## config.mk

```make
export PLATFORM = sky130hd
export DESIGN_NAME = tcb_mon_top
export DESIGN_NICKNAME = d
export VERILOG_FILES = /design/src/common/tcb_mon_pkg.sv /design/src/hw/tcb_mon_top.sv /design/src/hw/tcb_mon_stats.sv /design/src/hw/rsp/tcb_mon_rsp_trace.sv /design/src/hw/rsp/tcb_mon_delay.sv /design/src/hw/check/tcb_mon_req_check.sv /design/src/hw/tcb_mon_ctrl.sv
export SDC_FILE = /design/constraint.sdc
export NUM_CORES = 1
export LEC_CHECK = 0
export ABC_AREA = 1
export BUFFER_PORTS_ARGS = -buffer_cell sky130_fd_sc_hd__buf_4
export CAP_MARGIN = 20
export CORE_MARGIN = 3
export CORE_UTILIZATION = 30
export CTS_CLUSTER_DIAMETER = 50
export DETAILED_ROUTE_END_ITERATION = 6
export SLEW_MARGIN = 20
export SYNTH_ARGS = -nofsm -noshare
export SYNTH_HDL_FRONTEND = slang
export SYNTH_HIERARCHICAL = 1
export SYNTH_SLANG_ARGS = --single-unit
```

## constraint.sdc

```tcl
create_clock -name mon -period 2.1 [get_ports mon]
set_input_delay 0.105 -clock mon [delete_from_list [all_inputs] [get_ports mon]]
set_output_delay 0.105 -clock mon [all_outputs]
set_load 0.02 [all_outputs]
```

## src/common/tcb_mon_pkg.sv

```systemverilog
/*
  shared widths and encodings for the TCB-lite monitor, 4 byte lanes only
  violation bit positions index the vio vector of tcb_mon_top
*/

package tcb_mon_pkg;

    ////////////////////
    // bus geometry
    ////////////////////

    // data bus width in bits
    localparam int unsigned DAT_W = 32;
    // byte lanes on the data bus
    localparam int unsigned BYT_N = DAT_W / 8;
    // address width
    localparam int unsigned ADR_W = 16;
    // logarithmic size field width (mode 0)
    localparam int unsigned SIZ_W = 2;
    // largest legal log2 size, 4 bytes
    localparam int unsigned MAX_SIZ = 2;

    // read response arrives this many cycles after the transfer edge
    localparam int unsigned RSP_DLY = 1;

    ////////////////////
    // violations
    ////////////////////

    localparam int unsigned VIO_W = 5;
    // valid while the bus is in reset
    localparam int unsigned VIO_RST = 0;
    // valid in the first cycle after bus reset release
    localparam int unsigned VIO_REL = 1;
    // size field beyond MAX_SIZ
    localparam int unsigned VIO_SIZ = 2;
    // byte enable pattern not in the legal set
    localparam int unsigned VIO_BYT = 3;
    // request changed while stalled
    localparam int unsigned VIO_STL = 4;

    // saturating violation counter
    localparam int unsigned CNT_W = 8;

    ////////////////////
    // request record
    ////////////////////

    // what the response side needs to know about an accepted transfer
    typedef struct packed {
        logic             wen;   // 1 = write
        logic             mode;  // format at request time
        logic [SIZ_W-1:0] siz;   // log2 size, mode 0
        logic [BYT_N-1:0] byt;   // byte enables, mode 1
        logic [ADR_W-1:0] adr;
    } req_rec_t;

endpackage
```

## src/hw/tcb_mon_top.sv

```systemverilog
/*
  passive TCB-lite monitor, every bus signal is an input
  mode may change between tests but must be stable while transfers are in flight
*/

`timescale 1ns/1ps

module tcb_mon_top (
    input  logic                          mon,
    input  logic                          rst_n,
    // observed bus
    input  logic                          bus_rst,
    input  logic                          vld,
    input  logic                          rdy,
    input  logic                          wen,
    input  logic [tcb_mon_pkg::ADR_W-1:0] adr,
    input  logic [tcb_mon_pkg::SIZ_W-1:0] siz,
    input  logic [tcb_mon_pkg::BYT_N-1:0] byt,
    input  logic [tcb_mon_pkg::DAT_W-1:0] wdt,
    input  logic [tcb_mon_pkg::DAT_W-1:0] rsp_rdt,
    input  logic                          rsp_err,
    // strap and clear
    input  logic                          mode,
    input  logic                          clr,
    // violation report
    output logic [tcb_mon_pkg::VIO_W-1:0] vio,
    output logic [tcb_mon_pkg::VIO_W-1:0] vio_seen,
    output logic [tcb_mon_pkg::CNT_W-1:0] vio_cnt,
    // trace record
    output logic                          trc_vld,
    output logic [tcb_mon_pkg::ADR_W-1:0] trc_adr,
    output logic                          trc_wen,
    output logic [tcb_mon_pkg::DAT_W-1:0] trc_rdt,
    output logic                          trc_err
);

    ////////////////////
    // handshake
    ////////////////////

    logic xfer;
    logic stall_prev;
    logic vio_rst;
    logic vio_rel;

    tcb_mon_ctrl i_ctrl (
        .mon        (mon),
        .rst_n      (rst_n),
        .bus_rst    (bus_rst),
        .vld        (vld),
        .rdy        (rdy),
        .xfer       (xfer),
        .stall_prev (stall_prev),
        .vio_rst    (vio_rst),
        .vio_rel    (vio_rel)
    );

    ////////////////////
    // request rules
    ////////////////////

    logic vio_siz;
    logic vio_byt;
    logic vio_stl;

    tcb_mon_req_check i_req_check (
        .mon        (mon),
        .rst_n      (rst_n),
        .vld        (vld),
        .mode       (mode),
        .stall_prev (stall_prev),
        .wen        (wen),
        .adr        (adr),
        .siz        (siz),
        .byt        (byt),
        .wdt        (wdt),
        .vio_siz    (vio_siz),
        .vio_byt    (vio_byt),
        .vio_stl    (vio_stl)
    );

    // summary and counter
    tcb_mon_stats i_stats (
        .mon      (mon),
        .rst_n    (rst_n),
        .clr      (clr),
        .vio_rst  (vio_rst),
        .vio_rel  (vio_rel),
        .vio_siz  (vio_siz),
        .vio_byt  (vio_byt),
        .vio_stl  (vio_stl),
        .vio      (vio),
        .vio_seen (vio_seen),
        .vio_cnt  (vio_cnt)
    );

    ////////////////////
    // response path
    ////////////////////

    // request fields the response side needs
    tcb_mon_pkg::req_rec_t rec;
    tcb_mon_pkg::req_rec_t rec_dly;
    logic                  xfer_dly;

    always_comb begin
        rec.wen  = wen;
        rec.mode = mode;
        rec.siz  = siz;
        rec.byt  = byt;
        rec.adr  = adr;
    end

    // record and flag travel in step
    tcb_mon_delay #(.payload_t(tcb_mon_pkg::req_rec_t)) i_rec_dly (
        .mon   (mon),
        .rst_n (rst_n),
        .din   (rec),
        .dout  (rec_dly)
    );

    tcb_mon_delay #(.payload_t(logic)) i_xfer_dly (
        .mon   (mon),
        .rst_n (rst_n),
        .din   (xfer),
        .dout  (xfer_dly)
    );

    tcb_mon_rsp_trace i_rsp_trace (
        .mon      (mon),
        .rst_n    (rst_n),
        .xfer_dly (xfer_dly),
        .rec_dly  (rec_dly),
        .rsp_rdt  (rsp_rdt),
        .rsp_err  (rsp_err),
        .trc_vld  (trc_vld),
        .trc_adr  (trc_adr),
        .trc_wen  (trc_wen),
        .trc_rdt  (trc_rdt),
        .trc_err  (trc_err)
    );

endmodule

```

## src/hw/tcb_mon_stats.sv

```systemverilog
/*
  vio shows the violations of the previous edge for one cycle
  a violation in the same cycle as clr survives the clear
*/

`timescale 1ns/1ps

module tcb_mon_stats (
    input  logic                          mon,
    input  logic                          rst_n,
    // clears summary and count
    input  logic                          clr,
    // violation pulses from ctrl and checker
    input  logic                          vio_rst,
    input  logic                          vio_rel,
    input  logic                          vio_siz,
    input  logic                          vio_byt,
    input  logic                          vio_stl,
    // registered outputs
    output logic [tcb_mon_pkg::VIO_W-1:0] vio,
    output logic [tcb_mon_pkg::VIO_W-1:0] vio_seen,
    output logic [tcb_mon_pkg::CNT_W-1:0] vio_cnt
);

    // merged vector for this edge
    logic [tcb_mon_pkg::VIO_W-1:0] vio_nxt;

    always_comb begin
        vio_nxt                       = '0;
        vio_nxt[tcb_mon_pkg::VIO_RST] = vio_rst;
        vio_nxt[tcb_mon_pkg::VIO_REL] = vio_rel;
        vio_nxt[tcb_mon_pkg::VIO_SIZ] = vio_siz;
        vio_nxt[tcb_mon_pkg::VIO_BYT] = vio_byt;
        vio_nxt[tcb_mon_pkg::VIO_STL] = vio_stl;
    end

    // summary and count after an optional clear
    logic [tcb_mon_pkg::VIO_W-1:0] seen_base;
    logic [tcb_mon_pkg::CNT_W-1:0] cnt_base;

    assign seen_base = clr ? '0 : vio_seen;
    assign cnt_base  = clr ? '0 : vio_cnt;

    always_ff @(posedge mon or negedge rst_n) begin
        if (!rst_n) begin
            vio      <= '0;
            vio_seen <= '0;
            vio_cnt  <= '0;
        end else begin
            vio      <= vio_nxt;
            vio_seen <= seen_base | vio_nxt;
            // one count per violating cycle, stuck at all ones
            if ((|vio_nxt) && (cnt_base != '1)) begin
                vio_cnt <= cnt_base + 1'b1;
            end else begin
                vio_cnt <= cnt_base;
            end
        end
    end

endmodule

```

## src/hw/rsp/tcb_mon_rsp_trace.sv

```systemverilog
/*
  response is sampled on the edge where the delayed transfer flag is high
  read lanes outside the request read as zero, writes report zero data
*/

`timescale 1ns/1ps

module tcb_mon_rsp_trace (
    input  logic                          mon,
    input  logic                          rst_n,
    // request side, delayed by RSP_DLY
    input  logic                          xfer_dly,
    input  tcb_mon_pkg::req_rec_t         rec_dly,
    // response from the subordinate
    input  logic [tcb_mon_pkg::DAT_W-1:0] rsp_rdt,
    input  logic                          rsp_err,
    // trace record
    output logic                          trc_vld,
    output logic [tcb_mon_pkg::ADR_W-1:0] trc_adr,
    output logic                          trc_wen,
    output logic [tcb_mon_pkg::DAT_W-1:0] trc_rdt,
    output logic                          trc_err
);

    ////////////////////
    // lane mask
    ////////////////////

    // lanes the request asked for
    logic [tcb_mon_pkg::BYT_N-1:0] lane;
    // read data with unused lanes zeroed
    logic [tcb_mon_pkg::DAT_W-1:0] rdt_msk;

    always_comb begin
        for (int unsigned i = 0; i < tcb_mon_pkg::BYT_N; i++) begin
            // mode 0 keeps lanes 0 .. 2**siz-1, mode 1 follows byt
            if (rec_dly.mode) begin
                lane[i] = rec_dly.byt[i];
            end else begin
                lane[i] = (i < (1 << rec_dly.siz));
            end
            // writes carry no read data
            rdt_msk[8*i+:8] = (lane[i] & ~rec_dly.wen) ? rsp_rdt[8*i+:8] : 8'h00;
        end
    end

    ////////////////////
    // record
    ////////////////////

    always_ff @(posedge mon or negedge rst_n) begin
        if (!rst_n) begin
            trc_vld <= 1'b0;
            trc_adr <= '0;
            trc_wen <= 1'b0;
            trc_rdt <= '0;
            trc_err <= 1'b0;
        end else begin
            // one cycle pulse per completed transfer
            trc_vld <= xfer_dly;
            // fields hold until the next record
            if (xfer_dly) begin
                trc_adr <= rec_dly.adr;
                trc_wen <= rec_dly.wen;
                trc_rdt <= rdt_msk;
                trc_err <= rsp_err;
            end
        end
    end

endmodule

```

## src/hw/rsp/tcb_mon_delay.sv

```systemverilog
/*
  fixed delay of RSP_DLY cycles, all stages reset to zero
  payload_t must be a packed type
*/

`timescale 1ns/1ps

module tcb_mon_delay #(
    parameter type payload_t = logic
) (
    input  logic     mon,
    input  logic     rst_n,
    input  payload_t din,
    output payload_t dout
);

    // stage 0 takes din, last stage is the output
    payload_t stg [tcb_mon_pkg::RSP_DLY];

    always_ff @(posedge mon or negedge rst_n) begin
        if (!rst_n) begin
            for (int unsigned i = 0; i < tcb_mon_pkg::RSP_DLY; i++) begin
                stg[i] <= '0;
            end
        end else begin
            stg[0] <= din;
            // shift towards the output
            for (int unsigned i = 1; i < tcb_mon_pkg::RSP_DLY; i++) begin
                stg[i] <= stg[i-1];
            end
        end
    end

    assign dout = stg[tcb_mon_pkg::RSP_DLY-1];

endmodule

```

## src/hw/check/tcb_mon_req_check.sv

```systemverilog
/*
  request rules per edge with combinational outputs
  byte enable legality assumes 4 lanes
  stall check also covers wdt on reads
*/

`timescale 1ns/1ps

module tcb_mon_req_check (
    input  logic                           mon,
    input  logic                           rst_n,
    input  logic                           vld,
    // low for log size, high for byte enables
    input  logic                           mode,
    // previous cycle was a stall
    input  logic                           stall_prev,
    // request payload
    input  logic                           wen,
    input  logic [tcb_mon_pkg::ADR_W-1:0]  adr,
    input  logic [tcb_mon_pkg::SIZ_W-1:0]  siz,
    input  logic [tcb_mon_pkg::BYT_N-1:0]  byt,
    input  logic [tcb_mon_pkg::DAT_W-1:0]  wdt,
    // violations at this edge
    output logic                           vio_siz,
    output logic                           vio_byt,
    output logic                           vio_stl
);

    ////////////////////
    // format rules
    ////////////////////

    // set when byt is one of the aligned lane groups
    logic byt_legal;

    always_comb begin
        case (byt)
            // single bytes
            4'b0001, 4'b0010, 4'b0100, 4'b1000: byt_legal = 1'b1;
            // aligned half words
            4'b0011, 4'b1100:                   byt_legal = 1'b1;
            // full word
            4'b1111:                            byt_legal = 1'b1;
            default:                            byt_legal = 1'b0;
        endcase
    end

    // size field only meaningful in mode 0
    assign vio_siz = vld & ~mode & (siz > tcb_mon_pkg::SIZ_W'(tcb_mon_pkg::MAX_SIZ));

    // byte enables only meaningful in mode 1
    assign vio_byt = vld & mode & ~byt_legal;

    ////////////////////
    // stall stability
    ////////////////////

    // copy of the last request seen with valid high
    logic                          cpy_wen;
    logic [tcb_mon_pkg::ADR_W-1:0] cpy_adr;
    logic [tcb_mon_pkg::SIZ_W-1:0] cpy_siz;
    logic [tcb_mon_pkg::BYT_N-1:0] cpy_byt;
    logic [tcb_mon_pkg::DAT_W-1:0] cpy_wdt;

    always_ff @(posedge mon or negedge rst_n) begin
        if (!rst_n) begin
            cpy_wen <= 1'b0;
            cpy_adr <= '0;
            cpy_siz <= '0;
            cpy_byt <= '0;
            cpy_wdt <= '0;
        end else if (vld) begin
            cpy_wen <= wen;
            cpy_adr <= adr;
            cpy_siz <= siz;
            cpy_byt <= byt;
            cpy_wdt <= wdt;
        end
    end

    // any field moved since the stalled cycle
    logic req_diff;

    assign req_diff = (wen != cpy_wen) | (adr != cpy_adr) | (siz != cpy_siz)
                    | (byt != cpy_byt) | (wdt != cpy_wdt);

    // a stalled request must come back unchanged
    assign vio_stl = vld & stall_prev & req_diff;

endmodule

```

## src/hw/tcb_mon_ctrl.sv

```systemverilog
/*
  bus_rst is the observed bus's synchronous reset, sampled on mon
  violation flags are combinational, registering happens in the stats block
*/

`timescale 1ns/1ps

module tcb_mon_ctrl (
    input  logic mon,
    input  logic rst_n,
    // observed bus handshake
    input  logic bus_rst,
    input  logic vld,
    input  logic rdy,
    // decoded state
    output logic xfer,
    output logic stall_prev,
    // handshake layer violations
    output logic vio_rst,
    output logic vio_rel
);

    ////////////////////
    // history
    ////////////////////

    // bus reset level of the previous cycle
    logic bus_rst_prev;

    // current cycle is a stall
    logic stall;

    assign stall = vld & ~rdy;

    always_ff @(posedge mon or negedge rst_n) begin
        if (!rst_n) begin
            bus_rst_prev <= 1'b0;
            stall_prev   <= 1'b0;
        end else begin
            bus_rst_prev <= bus_rst;
            // checker compares against the copy taken in this cycle
            stall_prev   <= stall;
        end
    end

    ////////////////////
    // decode
    ////////////////////

    // handshake completes on this edge
    assign xfer = vld & rdy;

    // valid must stay low while the bus is held in reset
    assign vio_rst = vld & bus_rst;

    // first cycle after release, reset fell on the previous edge
    assign vio_rel = vld & bus_rst_prev & ~bus_rst;

endmodule

```

==> metrics.cfg <==
[floorplan]
start_util=0.308
dieArea_um2=24500
io_pins=164
rows=54
fp.dieH_um=156
core-area_um2=22000
die_w_um=156

[sta]
slew_violations=0
worst-slew-pin-transition_ns=0.650
clock_skew_ns=0.00829
fin_crit_sh=0.866
fin_crit_ns=1.82
timing.fmax_mhz=550
slew_headroom=0.564
setup_viol=0
hold_viol=0

[worst_hold_path]
holdPathStages=4
hold_path_end=i_stats/vio_cnt[4]$_DFF_PN0_
min_path_type=input pin to flip-flop
min_from=clr

[placed_design]
post_dp_cell_area_um2=8330
routabilityCongestion=0.781
hpwlAfterDp_um=11700
portBuffers=163

[synthesis]
synth_edf_count=0
avgSynthCellArea_um2=8.78
synthFlopType=dfrtp_1
ys_top_cells_by_area=dfrtp_1 56%, nand2_1 17%, inv_1 5.0%
yosysWarnings=6
yosysTopAreaCellShare=0.557
synth_nets=868
synth_seq_cells=151
synth.cell_area_um2=6790
yosys.cell_types.count=34
ys_seq_area_frac=0.557
asyncSetResetFlopFracSynth=1.00
yosysTopAreaCell=dfrtp_1
netlist_instances=773

[setup_path]
rr_endpoint=i_stats/vio_cnt[7]$_DFF_PN0_
reg2reg_setup_slack_ns=0.28
required_ns=2.41
endpoint_kind=flip-flop
critPathMaxStageDelay_ns=0.37
path_delay_family=simple AND/OR/NAND/NOR gates
cp_common_cell=nand2_1
worstPathArrival_ns=2.13
crit_path_max_fanout=3
crit_chain=inv_1 > nand2_1 > nand2_1 > nand2_1 > nor2_1 > nand2_1 > nor2_2 > nand2_1 > nor2_2 > nor2_1 > inv_2 > nand2_1 > nor2_4 > nor2_1 > nand2_1 > o21ai_2
critPathBufInv=2
worstSetupStartpointType=flip-flop
reg2reg_from=i_req_check/cpy_wdt[15]$_DFFE_PN0P_
critPathSlowestCell=dfrtp_1
crit_type=flip-flop to flip-flop
ff2ff_path_depth=16

[cells_and_area]
fillers=2155
syn_to_final_growth_pct=45.5
final_cell_mix=315 x nand2_1, 165 x buf_4, 151 x dfrtp_1, 91 x dlygate4sd3_1, 89 x inv_1
final_util=0.448
final_common_cell=nand2_1
fin_area_um2=9870
drive_above_1_share=0.226
finalNetCount=1128
n_antenna_cell=0

[clocking]
root_buffer=clkbuf_16
clock_latency_ns=0.41
clock_sinks=151
tritoncts=built
clkTransAtPathRegs_ns=0.06
htreeDepth=4
cts_buffers=17
cts_max_path_buffers=2

[pwr]
p_leak_nw=5.23
vdd_drop_max_mv=0.452
p_per_area_nw_per_um2=788

[global_routing]
grt_max_degree=75
grt_pass1_wl_um=27800
grt_overflow=0
grt_antenna_before_repair=0
busiest_layer=met2
grt_pass1_vias=5554
met2_usage=0.233
grtUsageTotal=0.142
use_met1=0.189
use_met3=0.0307

[route]
viasPerCell=4.24
drc=0
wirelength_um=16900
postRouteAntennaNets=0
wire_per_inst_um=12.7
routed-via-count=5628
dr.pass1.iters=5
first_iter_violations=276

[run]
drv_cap=0

[run_status]
status=complete, no violations

-- synthesized netlist by cell type (all sizes together) (2+ instances only) --
cell and instances:
xor2 12, nand3b 8, nor2 47, inv 94
o21ai 28, buf 19, nand4 7, nand2 319
mux2 29, a21o 2, dfrtp 151, xnor2 17
a21oi 3, nand3 34
-- cells by family (layout without fill, tap and decap cells) --
family / after synthesis / after routing / synth area share
AO/OA/AOI/OAI: 34 / 34 / 0.0273
flip-flops: 151 / 151 / 0.557
multiplexers: 29 / 29 / 0.0481
AND/OR/NAND/NOR: 416 / 416 / 0.257
buffers and inverters: 114 / 387 / 0.0717
XOR/XNOR: 29 / 29 / 0.0385
-- power breakdown --
part           switching [mW]  total [mW]  internal, mW
sequential              0.145        3.30          3.16
combinational           0.686        1.31         0.624
clock                    1.22        3.16          1.94
total                    2.05        7.77          5.72
-- sequential cells by signal, indices dropped and copies added, names as in the netlist --
signal,count
i_req_check/cpy_wdt,32
i_rsp_trace/trc_rdt,32
i_rec_dly/dout,24
i_req_check/cpy_adr,16
i_rsp_trace/trc_adr,16
i_stats/vio_cnt,8
i_stats/vio,5
i_stats/vio_seen,5
i_req_check/cpy_byt,4
i_req_check/cpy_siz,2
i_ctrl/bus_rst_prev,1
i_ctrl/stall_prev,1
i_req_check/cpy_wen,1
i_rsp_trace/trc_err,1
i_rsp_trace/trc_vld,1
i_rsp_trace/trc_wen,1
i_xfer_dly/dout,1
-- worst max path at each step --
stage | from | endpoint | slack (ns) | cells past startpoint
finish | i_req_check/cpy_wdt[15]$_DFFE_PN0P_ | i_stats/vio_cnt[7]$_DFF_PN0_ | 0.28 | 16
global route | i_req_check/cpy_adr[7]$_DFFE_PN0P_ | i_stats/vio_cnt[2]$_DFF_PN0_ | -0.01 | 17
CTS | i_req_check/cpy_wdt[15]$_DFFE_PN0P_ | i_stats/vio_cnt[7]$_DFF_PN0_ | 0.05 | 16
detailed placement | i_req_check/cpy_wdt[15]$_DFFE_PN0P_ | i_stats/vio_cnt[7]$_DFF_PN0_ | 0.06 | 16
global placement | i_req_check/cpy_wdt[15]$_DFFE_PN0P_ | i_stats/vio_cnt[7]$_DFF_PN0_ | 0.12 | 16
floorplan | i_req_check/cpy_adr[8]$_DFFE_PN0P_ | i_stats/vio_cnt[7]$_DFF_PN0_ | 0.48 | 14
-- worst min-delay path, cell delays in order --
cell and delay [ns]:
buf_4 0.12, nor2_1 0.06, nand2_1 0.05, nand2_1 0.05
-- routing by layer --
| metal | share of wire | routed length [um] |
|---|---|---|
| met1 | 0.47 | 7970 |
| met2 | 0.47 | 7870 |
| met3 | 0.050 | 837 |
| met4 | 0.013 | 228 |
| met5 | 0 | 0 |
-- through the flow --
stage | TNS (ns) | total power [mW] | hold slack, ns | cells | setup WS (ns)
after floorplan | 0 | 3.97 | -0.191 | 773 | 0.477
after global placement | 0 | 4.52 | 0.100 | 1203 | 0.117
after detailed placement | 0 | 4.54 | 0.0949 | 1203 | 0.0602
after CTS | 0 | 7.89 | 0.00383 | 1326 | 0.0505
after global routing | -0.0108 | 8.18 | 0.0202 | 1326 | -0.0108
final | 0 | 7.77 | 0.0251 | 1326 | 0.281
-- timing repair --
action,in CTS,in global routing
gates resized for setup,0,5
endpoints found under the hold margin,164,0
hold buffers,91,0
endpoints found under the setup margin,0,8
setup buffers,0,0
-- layout make-up --
cell class	instances	area [um^2]	area share
Inverter	94	355	0.0360
Multi-Input combinational cell	508	2530	0.257
Clock buffer	22	464	0.0470
Clock inverter	10	145	0.0147
Tap cell	280	350	0.0355
Sequential cell	151	3780	0.383
Timing Repair Buffer	261	2240	0.227
Note: power is estimated with default switching activity, not from simulation.
